**src/rtl/csc_pkg.sv**
```systemverilog
package csc_pkg;

	typedef logic [17:0] sram_addr_t;
	// high byte carries the even pixel or sample
	typedef logic [15:0] sram_word_t;
	typedef logic [7:0] pixel_t;
	typedef logic signed [31:0] acc_t;

	typedef enum logic [2:0] {
		st_idle,
		// fills the chroma windows for a new row
		st_row_lead_in,
		st_pair_read,
		st_pair_filter,
		st_pair_write,
		st_row_end,
		st_done
	} seq_state_t;

	localparam int FRAME_WIDTH = 320;
	localparam int FRAME_ROWS = 240;
	localparam int CHROMA_WIDTH = FRAME_WIDTH / 2;

	// word addresses in the SRAM
	localparam sram_addr_t Y_BASE = 18'd0;
	localparam sram_addr_t U_BASE = 18'd38400;
	localparam sram_addr_t V_BASE = 18'd57600;
	localparam sram_addr_t RGB_BASE = 18'd146944;
	localparam int SRAM_READ_LATENCY = 2;

	// odd-sample interpolation filter, symmetric six taps
	localparam acc_t FIR_TAP0 = 32'sd21;
	localparam acc_t FIR_TAP1 = -32'sd52;
	localparam acc_t FIR_TAP2 = 32'sd159;
	localparam acc_t FIR_ROUND = 32'sd128;
	localparam int FIR_SHIFT = 8;

	// colour matrix in 16.16 fixed point
	localparam acc_t K_Y = 32'sd76284;
	localparam acc_t K_RV = 32'sd104595;
	localparam acc_t K_GU = -32'sd25624;
	localparam acc_t K_GV = -32'sd53281;
	localparam acc_t K_BU = 32'sd132251;
	localparam acc_t Y_OFFSET = 32'sd16;
	localparam acc_t C_OFFSET = 32'sd128;
	localparam int MATRIX_SHIFT = 16;

	// saturate a signed result to one 8-bit channel
	function automatic pixel_t clip_pixel(input acc_t value);
		if (value < 0) begin
			return 8'd0;
		end
		if (value > 32'sd255) begin
			return 8'd255;
		end
		return value[7:0];
	endfunction

endpackage

```
**src/rtl/chroma_upsampler.sv**
```systemverilog
module chroma_upsampler (
	input logic CLOCK_50_I,
	input logic Resetn,
	input csc_pkg::sram_word_t chroma_word,
	input logic u_load,
	input logic v_load,
	input logic row_start,
	input logic filter_go,
	output csc_pkg::pixel_t u_even,
	output csc_pkg::pixel_t v_even,
	output csc_pkg::pixel_t u_odd,
	output csc_pkg::pixel_t v_odd,
	output logic chroma_ready
);
	import csc_pkg::*;

	// index 0 is U, index 1 is V; entry 2 is sample k of the current pair
	pixel_t win [2][6];
	logic [1:0] load;
	logic v_phase;
	acc_t prod0;
	acc_t prod1;
	acc_t prod2;
	pixel_t fir_out;

	assign load = {v_load, u_load};

	// U on the filter_go cycle, V on the cycle after
	assign prod0 = FIR_TAP0 * (acc_t'(win[v_phase][0]) + acc_t'(win[v_phase][5]));
	assign prod1 = FIR_TAP1 * (acc_t'(win[v_phase][1]) + acc_t'(win[v_phase][4]));
	assign prod2 = FIR_TAP2 * (acc_t'(win[v_phase][2]) + acc_t'(win[v_phase][3]));
	assign fir_out = clip_pixel((prod0 + prod1 + prod2 + FIR_ROUND) >>> FIR_SHIFT);

	always_ff @(posedge CLOCK_50_I) begin
		for (int c = 0; c < 2; c++) begin
			if (load[c]) begin
				if (row_start) begin
					// replicate sample 0 over the left edge
					for (int i = 0; i < 6; i++) begin
						win[c][i] <= chroma_word[15:8];
					end
				end else begin
					for (int i = 0; i < 5; i++) begin
						win[c][i] <= win[c][i + 1];
					end
					win[c][5] <= chroma_word[15:8];
				end
			end
		end
		if (filter_go) begin
			u_odd <= fir_out;
		end
		if (v_phase) begin
			v_odd <= fir_out;
		end
	end

	always_ff @(posedge CLOCK_50_I or negedge Resetn) begin
		if (~Resetn) begin
			v_phase <= 1'b0;
			chroma_ready <= 1'b0;
		end else begin
			v_phase <= filter_go;
			if (filter_go || row_start) begin
				chroma_ready <= 1'b0;
			end else if (v_phase) begin
				chroma_ready <= 1'b1;
			end
		end
	end

	assign u_even = win[0][2];
	assign v_even = win[1][2];

endmodule

```
**src/rtl/csc_sequencer.sv**
```systemverilog
module csc_sequencer (
	input logic CLOCK_50_I,
	input logic Resetn,
	input logic start,
	input csc_pkg::sram_word_t sram_read_data,
	input csc_pkg::sram_word_t rgb_word,
	input logic rgb_valid,
	output csc_pkg::sram_addr_t address,
	output csc_pkg::sram_word_t write_data,
	output logic write_en_n,
	output logic finish,
	output csc_pkg::sram_word_t chroma_word,
	output logic u_load,
	output logic v_load,
	output logic row_start,
	output logic filter_go,
	output csc_pkg::sram_word_t y_word,
	output logic pair_go
);
	import csc_pkg::*;

	seq_state_t state;
	logic [3:0] step;
	logic [7:0] pair_cnt;
	logic [7:0] row_cnt;
	sram_addr_t y_addr;
	sram_addr_t u_addr;
	sram_addr_t v_addr;
	sram_addr_t rgb_addr;
	logic iss_y;
	logic iss_u;
	logic iss_v;
	logic iss_held;
	logic iss_first;
	logic need_chroma;
	logic last_pair;
	logic ret_held;
	pixel_t u_lo;
	pixel_t v_lo;
	// one bit per read in flight, aligned with the SRAM latency
	logic [SRAM_READ_LATENCY-1:0] tag_y;
	logic [SRAM_READ_LATENCY-1:0] tag_u;
	logic [SRAM_READ_LATENCY-1:0] tag_v;
	logic [SRAM_READ_LATENCY-1:0] tag_held;
	logic [SRAM_READ_LATENCY-1:0] tag_first;

	assign last_pair = pair_cnt == 8'(CHROMA_WIDTH - 1);
	// sample k+4 comes from a new word on even pairs until word 79 is in
	assign need_chroma = ~pair_cnt[0] && (pair_cnt < 8'(CHROMA_WIDTH - 5));

	assign filter_go = (state == st_pair_filter) && (step == 4'd0);
	assign pair_go = (state == st_pair_filter) && (step == 4'd2);

	always_comb begin
		iss_y = 1'b0;
		iss_u = 1'b0;
		iss_v = 1'b0;
		iss_held = 1'b0;
		iss_first = 1'b0;
		case (state)
			st_row_lead_in: begin
				// U words 0,1 then V words 0,1, each followed by its low byte
				if (step == 4'd8) begin
					iss_y = 1'b1;
				end else if (step < 4'd8) begin
					iss_u = ~step[2];
					iss_v = step[2];
					iss_held = step[0];
					iss_first = step[1:0] == 2'd0;
				end
			end
			st_pair_filter: iss_y = pair_go && !last_pair;
			st_pair_read: begin
				iss_u = step == 4'd0;
				iss_v = step == 4'd1;
				iss_held = ~need_chroma;
			end
			default: ;
		endcase
	end

	// writes win the port, reads are scheduled around them
	always_comb begin
		if (rgb_valid) begin
			address = rgb_addr;
		end else if (iss_y) begin
			address = y_addr;
		end else if (iss_u) begin
			address = u_addr;
		end else begin
			address = v_addr;
		end
	end

	assign write_en_n = ~rgb_valid;
	assign write_data = rgb_word;

	assign u_load = tag_u[SRAM_READ_LATENCY-1];
	assign v_load = tag_v[SRAM_READ_LATENCY-1];
	assign row_start = tag_first[SRAM_READ_LATENCY-1];
	assign ret_held = tag_held[SRAM_READ_LATENCY-1];

	// held returns replay the low byte of the last word fetched
	always_comb begin
		if (!ret_held) begin
			chroma_word = sram_read_data;
		end else if (u_load) begin
			chroma_word = {u_lo, 8'h00};
		end else begin
			chroma_word = {v_lo, 8'h00};
		end
	end

	always_ff @(posedge CLOCK_50_I) begin
		if (tag_y[SRAM_READ_LATENCY-1]) begin
			y_word <= sram_read_data;
		end
		if (u_load && !ret_held) begin
			u_lo <= sram_read_data[7:0];
		end
		if (v_load && !ret_held) begin
			v_lo <= sram_read_data[7:0];
		end
	end

	always_ff @(posedge CLOCK_50_I or negedge Resetn) begin
		if (~Resetn) begin
			state <= st_idle;
			step <= 4'd0;
			pair_cnt <= 8'd0;
			row_cnt <= 8'd0;
			y_addr <= Y_BASE;
			u_addr <= U_BASE;
			v_addr <= V_BASE;
			rgb_addr <= RGB_BASE;
			finish <= 1'b0;
			tag_y <= '0;
			tag_u <= '0;
			tag_v <= '0;
			tag_held <= '0;
			tag_first <= '0;
		end else begin
			tag_y <= {tag_y[SRAM_READ_LATENCY-2:0], iss_y};
			tag_u <= {tag_u[SRAM_READ_LATENCY-2:0], iss_u};
			tag_v <= {tag_v[SRAM_READ_LATENCY-2:0], iss_v};
			tag_held <= {tag_held[SRAM_READ_LATENCY-2:0], iss_held};
			tag_first <= {tag_first[SRAM_READ_LATENCY-2:0], iss_first};
			if (iss_y) begin
				y_addr <= y_addr + 18'd1;
			end
			if (iss_u && !iss_held) begin
				u_addr <= u_addr + 18'd1;
			end
			if (iss_v && !iss_held) begin
				v_addr <= v_addr + 18'd1;
			end
			if (rgb_valid) begin
				rgb_addr <= rgb_addr + 18'd1;
			end
			step <= step + 4'd1;
			case (state)
				st_idle: begin
					if (start) begin
						finish <= 1'b0;
						row_cnt <= 8'd0;
						pair_cnt <= 8'd0;
						y_addr <= Y_BASE;
						u_addr <= U_BASE;
						v_addr <= V_BASE;
						rgb_addr <= RGB_BASE;
						step <= 4'd0;
						state <= st_row_lead_in;
					end
				end
				st_row_lead_in: begin
					if (step == 4'd9) begin
						step <= 4'd0;
						state <= st_pair_filter;
					end
				end
				st_pair_filter: begin
					if (pair_go) begin
						step <= 4'd0;
						state <= st_pair_read;
					end
				end
				st_pair_read: begin
					if (step == 4'd1) begin
						step <= 4'd0;
						state <= st_pair_write;
					end
				end
				// window shifts land here, the next filter follows
				st_pair_write: begin
					if (step == 4'd1) begin
						step <= 4'd0;
						if (last_pair) begin
							state <= st_row_end;
						end else begin
							pair_cnt <= pair_cnt + 8'd1;
							state <= st_pair_filter;
						end
					end
				end
				st_row_end: begin
					// wait out the last word of the row
					if (!rgb_valid) begin
						step <= 4'd0;
						pair_cnt <= 8'd0;
						if (row_cnt == 8'(FRAME_ROWS - 1)) begin
							finish <= 1'b1;
							state <= st_done;
						end else begin
							row_cnt <= row_cnt + 8'd1;
							state <= st_row_lead_in;
						end
					end
				end
				st_done: state <= st_idle;
				default: state <= st_idle;
			endcase
		end
	end

endmodule

```
**src/rtl/csc_top.sv**
```systemverilog
module csc_top (
	input logic CLOCK_50_I,
	input logic Resetn,
	input logic start,
	input csc_pkg::sram_word_t sram_read_data,
	output csc_pkg::sram_addr_t address,
	output csc_pkg::sram_word_t write_data,
	output logic write_en_n,
	output logic finish
);
	import csc_pkg::*;

	sram_word_t chroma_word;
	sram_word_t y_word;
	sram_word_t rgb_word;
	logic u_load;
	logic v_load;
	logic row_start;
	logic filter_go;
	logic pair_go;
	logic rgb_valid;
	logic chroma_ready;
	pixel_t u_even;
	pixel_t v_even;
	pixel_t u_odd;
	pixel_t v_odd;

	csc_sequencer seq0 (
		.CLOCK_50_I(CLOCK_50_I),
		.Resetn(Resetn),
		.start(start),
		.sram_read_data(sram_read_data),
		.rgb_word(rgb_word),
		.rgb_valid(rgb_valid),
		.address(address),
		.write_data(write_data),
		.write_en_n(write_en_n),
		.finish(finish),
		.chroma_word(chroma_word),
		.u_load(u_load),
		.v_load(v_load),
		.row_start(row_start),
		.filter_go(filter_go),
		.y_word(y_word),
		.pair_go(pair_go)
	);

	chroma_upsampler ups0 (
		.CLOCK_50_I(CLOCK_50_I),
		.Resetn(Resetn),
		.chroma_word(chroma_word),
		.u_load(u_load),
		.v_load(v_load),
		.row_start(row_start),
		.filter_go(filter_go),
		.u_even(u_even),
		.v_even(v_even),
		.u_odd(u_odd),
		.v_odd(v_odd),
		.chroma_ready(chroma_ready)
	);

	rgb_convert cnv0 (
		.CLOCK_50_I(CLOCK_50_I),
		.Resetn(Resetn),
		.pair_go(pair_go),
		.chroma_ready(chroma_ready),
		.y_word(y_word),
		.u_even(u_even),
		.v_even(v_even),
		.u_odd(u_odd),
		.v_odd(v_odd),
		.rgb_word(rgb_word),
		.rgb_valid(rgb_valid)
	);

endmodule

```
**src/rtl/rgb_convert.sv**
```systemverilog
module rgb_convert (
	input logic CLOCK_50_I,
	input logic Resetn,
	input logic pair_go,
	input logic chroma_ready,
	input csc_pkg::sram_word_t y_word,
	input csc_pkg::pixel_t u_even,
	input csc_pkg::pixel_t v_even,
	input csc_pkg::pixel_t u_odd,
	input csc_pkg::pixel_t v_odd,
	output csc_pkg::sram_word_t rgb_word,
	output logic rgb_valid
);
	import csc_pkg::*;

	// 0 idle, 1..4 multiplier passes
	logic [2:0] phase;
	logic launch;
	pixel_t y0_q, y1_q, ue_q, ve_q, uo_q, vo_q;
	pixel_t b0_q;
	acc_t op0, op1, op2;
	acc_t k0, k1, k2;
	acc_t m0, m1, m2;
	acc_t y_prod;
	acc_t c_prod_a;
	acc_t c_prod_b;

	function automatic acc_t centered(input pixel_t sample, input acc_t offset);
		return acc_t'(sample) - offset;
	endfunction

	assign launch = pair_go && chroma_ready;

	always_comb begin
		op0 = '0;
		op1 = '0;
		op2 = '0;
		k0 = '0;
		k1 = '0;
		k2 = '0;
		case (phase)
			3'd1: begin
				op0 = centered(y0_q, Y_OFFSET);
				k0 = K_Y;
				op1 = centered(ve_q, C_OFFSET);
				k1 = K_RV;
				op2 = centered(ue_q, C_OFFSET);
				k2 = K_GU;
			end
			3'd2: begin
				op0 = centered(ve_q, C_OFFSET);
				k0 = K_GV;
				op1 = centered(ue_q, C_OFFSET);
				k1 = K_BU;
				op2 = centered(y1_q, Y_OFFSET);
				k2 = K_Y;
			end
			3'd3: begin
				op0 = centered(vo_q, C_OFFSET);
				k0 = K_RV;
				op1 = centered(uo_q, C_OFFSET);
				k1 = K_GU;
				op2 = centered(vo_q, C_OFFSET);
				k2 = K_GV;
			end
			3'd4: begin
				op0 = centered(uo_q, C_OFFSET);
				k0 = K_BU;
			end
			default: ;
		endcase
	end

	assign m0 = op0 * k0;
	assign m1 = op1 * k1;
	assign m2 = op2 * k2;

	always_ff @(posedge CLOCK_50_I) begin
		if (launch) begin
			y0_q <= y_word[15:8];
			y1_q <= y_word[7:0];
			ue_q <= u_even;
			ve_q <= v_even;
			uo_q <= u_odd;
			vo_q <= v_odd;
		end
		case (phase)
			3'd1: begin
				y_prod <= m0;
				c_prod_a <= m1;
				c_prod_b <= m2;
			end
			3'd2: begin
				rgb_word <= {clip_pixel((y_prod + c_prod_a) >>> MATRIX_SHIFT),
					clip_pixel((y_prod + c_prod_b + m0) >>> MATRIX_SHIFT)};
				b0_q <= clip_pixel((y_prod + m1) >>> MATRIX_SHIFT);
				// odd pixel luma takes over the Y product
				y_prod <= m2;
			end
			3'd3: begin
				rgb_word <= {b0_q, clip_pixel((y_prod + m0) >>> MATRIX_SHIFT)};
				c_prod_a <= m1;
				c_prod_b <= m2;
			end
			3'd4: begin
				rgb_word <= {clip_pixel((y_prod + c_prod_a + c_prod_b) >>> MATRIX_SHIFT),
					clip_pixel((y_prod + m0) >>> MATRIX_SHIFT)};
			end
			default: ;
		endcase
	end

	always_ff @(posedge CLOCK_50_I or negedge Resetn) begin
		if (~Resetn) begin
			phase <= 3'd0;
			rgb_valid <= 1'b0;
		end else begin
			if (launch) begin
				phase <= 3'd1;
			end else if (phase == 3'd4) begin
				phase <= 3'd0;
			end else if (phase != 3'd0) begin
				phase <= phase + 3'd1;
			end
			// a word is registered in each of phases 2 to 4
			rgb_valid <= phase >= 3'd2;
		end
	end

endmodule
```
**config.mk**
```make
export PLATFORM = sky130hd
export DESIGN_NAME = csc_top
export DESIGN_NICKNAME = d
export VERILOG_FILES = /design/src/rtl/csc_pkg.sv /design/src/rtl/chroma_upsampler.sv /design/src/rtl/csc_sequencer.sv /design/src/rtl/csc_top.sv /design/src/rtl/rgb_convert.sv
export SDC_FILE = /design/constraint.sdc
export NUM_CORES = 2
export LEC_CHECK = 0
export ABC_AREA = 1
export CAP_MARGIN = 25
export CORE_AREA = 2 2 319 321
export CTS_BUF_LIST = sky130_fd_sc_hd__clkbuf_8
export DETAILED_ROUTE_END_ITERATION = 10
export DIE_AREA = 0 0 321 323
export DONT_BUFFER_PORTS = 1
export PLACE_DENSITY = 0.85
export SLEW_MARGIN = 40
export SYNTH_ARGS = -nofsm -noshare
export SYNTH_HDL_FRONTEND = slang
export SYNTH_SLANG_ARGS = --single-unit
```
**constraint.sdc**
```tcl
create_clock -name CLOCK_50_I -period 27.1 [get_ports CLOCK_50_I]
set_input_delay 2.71 -clock CLOCK_50_I [delete_from_list [all_inputs] [get_ports CLOCK_50_I]]
set_output_delay 2.71 -clock CLOCK_50_I [all_outputs]
set_load 0.005 [all_outputs]
```
# After elaboration in Yosys (flattened, before gate mapping)
# Memories as Yosys holds them, arrays and structs flattened.
# Cells that the tools add are included.
# W data, S select, Z words.
[word_totals]
register_bits = 328
mem_bits_rw = 96
input_bits = 19
output_inout_bits = 36
word_cells = 301
mem_count = 1
[memory_table]
columns = ["name", "words", "word_bits", "read_ports", "rd_ports_with_merged_regs", "write_ports", "line_no", "rtl"]
rows = [
  ["ups0.win", 2, 48, 3, 0, 2, "chroma_upsampler.sv:18", "pixel_t win [2][6];"],
]
[op_classes]
n_addsub = 26
mul = 6
n_lt_le_gt_ge = 15
eq_ne = 24
mux = 150
bitwise_logic = 16
reduce_logical = 29
[ops]
columns = ["op", "n"]
rows = [
  ["$pmux W32 S3", 4],
  ["$mux W8", 44],
  ["$mux W18", 15],
  ["$add A32 B32 Y32", 8],
  ["$pmux W32 S4", 2],
  ["$mul A32 B32 Y32", 3],
  ["$gt A16 B9 Y1 const B", 5],
  ["$lt A16 B1 Y1 const B", 5],
  ["$add A18 B1 Y18 const B", 4],
  ["$pmux W32 S2", 1],
  ["$mux W1", 56],
  ["$pmux W16 S3", 1],
  ["$sub A8 B8 Y9 const B", 4],
  ["$mux W3", 11],
  ["$add A32 B9 Y32 const B", 1],
  ["$mul A5 B32 Y30 const A", 1],
  ["$mul A6 B32 Y32 const A", 1],
  ["$mul A9 B32 Y32 const A", 1],
  ["$mux W16", 2],
  ["$add A8 B8 Y9", 3],
  ["$gt A24 B9 Y1 const B", 1],
  ["$lt A24 B1 Y1 const B", 1],
  ["$pmux W8 S3", 1],
  ["$mux W4", 5],
  ["other kinds (34)", 86],
]

# Longest topological paths before layout
[logic_depth]
depth_word = 12
depth_mapped = 57
depth_no_buf = 56

# Modules after synthesis
# A second synthesis with hierarchy kept.
[hier_totals]
cells_unflattened = 7523
area_unflattened_um2 = 62349.8
[modules_own_cells]
columns = ["module", "n_inst", "cells_per_inst", "area_per_inst_um2", "seq_area_each_um2"]
rows = [
  ["rgb_convert", 1, 5260, 43882.1, 5144.9],
  ["chroma_upsampler", 1, 1230, 10602.7, 3413.3],
  ["csc_sequencer", 1, 1033, 7865.0, 3631.0],
]

# Least setup slack after synthesis
# Ideal clock, no wire load.
[synth_timing]
path_kind = "register to register"
startpoint = "register cnv0.phase[0]"
endpoint = "register cnv0.rgb_word[0] (data pin)"
setup_time_ns = 0.253
t_arrival_ns = 10.940
required_ns = 26.847
setup_slack_ns = 15.908
path_stages_with_launch = 43
path_buffers = 2
period_less_slack_ns = 11.192
path_cell_list = "dfrtp_1 > ha_1 > ha_1 > inv_1 > buf_1 > nand2_1 > nor2_1 > nor2_1 > inv_1 > fa_1 > inv_1 > fa_1 > inv_1 > fa_1 > fa_1 > inv_1 > fa_1 > fa_1 > (+7 left out) > nor4_1 > a221oi_1 > nand2_1 > xor2_1 > fa_1 > ha_1 > inv_1 > o21bai_1 > a221oi_1 > nand2_1 > nand2_1 > nand2_1 > nand3_1 > nand2_1 > nand2_2 > nand2_1 > nand2_1 > nand2_1"
[synth_between]
elab_chain_len = 11
word_cells_on_any_way = 35
cone_classes = "add/sub: 2; mul: 1; order compare: 4; eq/ne: 4; mux: 24"
[synth_lines]
columns = ["element", "line_no", "rtl"]
rows = [
  ["start, declared", "rgb_convert.sv:17", "logic [2:0] phase;"],
  ["start signal, assigned", "rgb_convert.sv:123", "phase <= phase + 3'd1;"],
  ["$eq A3 B3 Y1 (tied with other cells)", "rgb_convert.sv:41, rgb_convert.sv:87", ""],
  ["$pmux W32 S4", "rgb_convert.sv:41", "case (phase)"],
  ["$mul A32 B32 Y32", "rgb_convert.sv:74", "assign m0 = op0 * k0;"],
  ["$add A32 B32 Y32, on equally long branches", "rgb_convert.sv:101, rgb_convert.sv:107, rgb_convert.sv:95", ""],
  ["$gt A16 B9 Y1", "csc_pkg.sv:53", "if (value > 32'sd255) begin"],
  ["$mux W1 (2 in a row)", "csc_pkg.sv:53", ""],
  ["$mux W1", "rgb_convert.sv:87", "case (phase)"],
  ["$mux W8", "csc_pkg.sv:56", "return value[7:0];"],
  ["$mux W8", "csc_pkg.sv:53", ""],
  ["$pmux W16 S3 *", "rgb_convert.sv:87", ""],
  ["end signal, assigned", "rgb_convert.sv:94", "rgb_word <= {clip_pixel((y_prod + c_prod_a) >>> MATRIX_SHIFT),"],
  ["end signal, assigned", "rgb_convert.sv:101", "rgb_word <= {b0_q, clip_pixel((y_prod + m0) >>> MATRIX_SHIFT)};"],
  ["end signal, assigned", "rgb_convert.sv:106", "rgb_word <= {clip_pixel((y_prod + c_prod_a + c_prod_b) >>> MATRIX_SHIFT),"],
  ["end, declared", "rgb_convert.sv:11", "output csc_pkg::sram_word_t rgb_word,"],
]
# Every way passes the cells marked *; elsewhere a longest branch is shown, timed or not. The select of a mux whose other input is x is not followed.
# A chain may end at the register's enable or synchronous reset.

# Final worst setup path
[layout_timing]
startpoint = "register cnv0.phase[2]"
endpoint = "register cnv0.rgb_word[3] (data pin)"
# Same word-level chain as after synthesis.

==> flow_metrics.env <==
export IMPL_outcome="finished, final reports clean"
export IMPL_ctsResizeCount=0
export IMPL_setup_ws_ns=15.15
export IMPL_layoutNonFillerInstCount=8344
export IMPL_syn_area_um2=59660
export IMPL_synth_distinct_cells=65
export IMPL_cts_tree="built"
export IMPL_synth_area_leader_cell="fa_1"
export IMPL_pin_count=55
export IMPL_cap_violations=0
export IMPL_synth_main_ff_cell="edfxtp_1"
export IMPL_rrSetupSlack_ns=15.15
export IMPL_tns_ns=0
export IMPL_yosys_warnings=0
export IMPL_multi_input_area_um2=40420
export IMPL_synthArstFlopShare_pct=26.42
export IMPL_cts_buffers=72
export IMPL_seq_area_um2=12200
export IMPL_end_kind="flip-flop"
export IMPL_cts_htree_levels=3
export IMPL_grtUsageTotal_pct=31.22
export IMPL_drv_slew=0
export IMPL_start_util_pct=59.24
export IMPL_finalHoldViolations=0
export IMPL_drive_gt1_share_pct=3.414
export IMPL_cpMostUsedCell="inv_1"
export IMPL_antenna_found_initial=4
export IMPL_tightest_slew_ns=0.9245
export IMPL_drt_iter0_drc=4249
export IMPL_final_common_cell="inv_1"
export IMPL_synth_top_area_share_pct=26.24
export IMPL_place_ws_ns=15.09
export IMPL_path_buf_inv=14
export IMPL_synth_fp_nets=8469
export IMPL_p_leak_nw=32.57
export IMPL_dp_hpwl_mm=134.8
export IMPL_detail_route_antenna_nets=0
export IMPL_drcViolationCount=0
export IMPL_clk_latency_ns=0.73
export IMPL_required_ns=27.57
export IMPL_critPathKind="flip-flop to flip-flop"
export IMPL_clock_fmax_ghz=0.08367
export IMPL_routedWlPerCell_um=19.14
export IMPL_finClkSkew_ns=0.08066
export IMPL_die_y_um=323
export IMPL_syn_area_per_cell_um2=8.587
export IMPL_nFillCells=8193
export IMPL_coreArea_um2=100700
export IMPL_clockBufferDepth=3
export IMPL_grt_max_degree=113
export IMPL_rsz0062_at_grt="false"
export IMPL_place_inst=8213
export IMPL_synth_seq_area_share_pct=20.43
export IMPL_ctsRootBufferMaster="clkbuf_8"
export IMPL_critPathSlowestCell="nor2_1"
export IMPL_synth_area_leaders="fa_1, edfxtp_1, ha_1, inv_1, nand2_1"
export IMPL_num_rows=117
export IMPL_timing_final_crit_share_pct=44.10
export IMPL_vias_per_cell=5.607
export IMPL_crit_path_start_kind="flip-flop"
export IMPL_postCtsHoldBufs=0
export IMPL_drt_wl_total_mm=159.7
export IMPL_mostFrequentLayoutCells="inv_1, nand2_1, fa_1"
export IMPL_place_congestion=1.016
export IMPL_die_w_um=321
export IMPL_synth_edf_count=312
export IMPL_grt_pass1_vias=48345
export IMPL_place_port_buffers=0
export IMPL_power_per_cell_area_nw_per_um2=20.47
export IMPL_area_delta_synth_final_pct=5.040
export IMPL_crit_fanout=20
export IMPL_setup_viol=0
export IMPL_drt_pass1_iterations=6
export IMPL_final_nets=8499
export IMPL_ir_drop_mv=0.06355
export IMPL_vias=46782
export IMPL_grt_first_pass_wirelength_mm=253.7
export IMPL_ys_seq_elements=424
export IMPL_gr_total_overflow=0
export IMPL_path_clk_slew_ns=0.07
export IMPL_hold_class="flip-flop to flip-flop"
export IMPL_die_area_um2=103700
export IMPL_relSlewSlack_pct=37.95
export IMPL_post_cts_setup_buffer_count=0
export IMPL_clock_sinks=424
export IMPL_synth_cells=6948
export IMPL_slowest_delay_ns=0.73
export IMPL_layout_min_cycle_time_ns=11.95
export IMPL_critical_path_arrival_ns=12.42
export IMPL_path_delay_family="adder cells"
[final timing paths]
check	from	end	cells past startpoint
worst max-delay path	cnv0.phase[2]	cnv0.rgb_word[3]	47
worst min-delay path	seq0.tag_v[0]	seq0.tag_v[1]	0
worst max register to register	cnv0.phase[2]	cnv0.rgb_word[3]	47
worst min register to register	seq0.tag_v[0]	seq0.tag_v[1]	0
max in group asynchronous	Resetn	seq0.u_addr[10]	0
min in group asynchronous	Resetn	seq0.u_addr[17]	0
[sequential cells by signal, summed over array words and instances, names as in the netlist, 16 cells and up]
| name | flops |
|---|---|
| cnv0.c_prod_b | 32 |
| cnv0.rgb_word | 16 |
| seq0.v_addr | 18 |
| ups0.win | 96 |
| cnv0.c_prod_a | 32 |
| seq0.rgb_addr | 18 |
| seq0.u_addr | 18 |
| cnv0.y_prod | 32 |
| seq0.y_word | 16 |
| seq0.y_addr | 18 |
[cells in the mapped netlist (3+ instances only)]
master / number
o22ai_1: 8
a21o_1: 35
nand3_1: 222
o21ai_2: 3
o2111ai_1: 3
clkinv_1: 5
edfxtp_1: 312
nand2_1: 1100
o21a_1: 15
inv_1: 1787
dfrtp_1: 98
inv_2: 7
fa_1: 782
o21ai_1: 8
ha_1: 720
nand2_2: 17
nor3b_1: 6
clkbuf_1: 64
and2_1: 5
a21oi_1: 343
o211ai_1: 42
nor4_1: 24
o21bai_1: 26
buf_2: 4
a21boi_0: 14
buf_6: 4
xor2_1: 159
o31ai_1: 12
nor3_2: 4
o21ai_0: 328
nor3_1: 87
nor2_2: 12
or2_2: 7
nor2_4: 5
nor2_1: 416
a211oi_1: 11
a2111oi_0: 3
nand3b_1: 21
a221oi_1: 9
a31oi_1: 33
dfstp_2: 14
xnor2_1: 92
nand4_1: 40
o221ai_1: 8
buf_1: 5
[stage by stage]
| stage | utilization, % | power (W) | hold slack, ns | cell area [um2] |
|---|---|---|---|---|
| 3_3_place_gp | 60.78 | 0.0007293 | 0.3330 | 61220 |
| 5_1_grt | 62.21 | 0.001314 | 0.3754 | 62660 |
| 2_1_floorplan | - | 0.0007258 | 0.3312 | 59660 |
| 4_1_cts | 62.18 | 0.001287 | 0.3614 | 62630 |
| 6_report | 62.22 | 0.001283 | 0.3556 | 62670 |
| 3_5_place_dp | 60.84 | 0.0007305 | 0.3385 | 61280 |
[final cells by class]
| type | instances | share of cell area, % |
|---|---|---|
| multi-input cells | 4644 | 64.50 |
| flip-flops and latches | 424 | 19.46 |
| inverters | 1801 | 10.80 |
| well taps | 1309 | 2.614 |
| clock buffers | 76 | 1.669 |
| clock inverters | 50 | 0.4912 |
| repair buffers | 35 | 0.4472 |
| diodes | 5 | 0.01997 |
[metal layers]
metal	wire, um	vias up	GRT usage, %
met1	63180	22455	39.10
met5	13	-	0
met2	75100	2010	52.42
met3	11440	496	4.646
met4	9990	2	16.85
li1	-	21819	-
[cell families after synthesis]
kind of cell,after synthesis,share of synthesized area [%]
buffers and inverters,1880,11.91
and+or+nand+nor,1978,13.97
DFF,424,20.43
xor gates and xnor gates,251,3.685
adders and majority gates,1502,41.34
AOI/OAI and AO/OA,913,8.666
[worst register-to-register path, delay by kind of cell, from the launching register on]
kind | cells | cell delay [ns]
adder cells (fa/ha/maj) | 12 | 5.64
XOR/XNOR | 1 | 0.38
AND/OR/NAND/NOR | 19 | 2.95
flip-flops | 1 | 0.47
buffers and inverters | 14 | 1.89
AO/OA/AOI/OAI | 1 | 0.39
[report_power, final]
group,switching [W],total [W],internal (W),leakage [nW]
registers,0.00000454,0.000702,0.000698,4.32
logic,0.0000105,0.0000158,0.00000530,27.5
clock network,0.000289,0.000565,0.000276,0.764
total,0.000304,0.00128,0.000979,32.6
(Power assumes the default switching activity.)
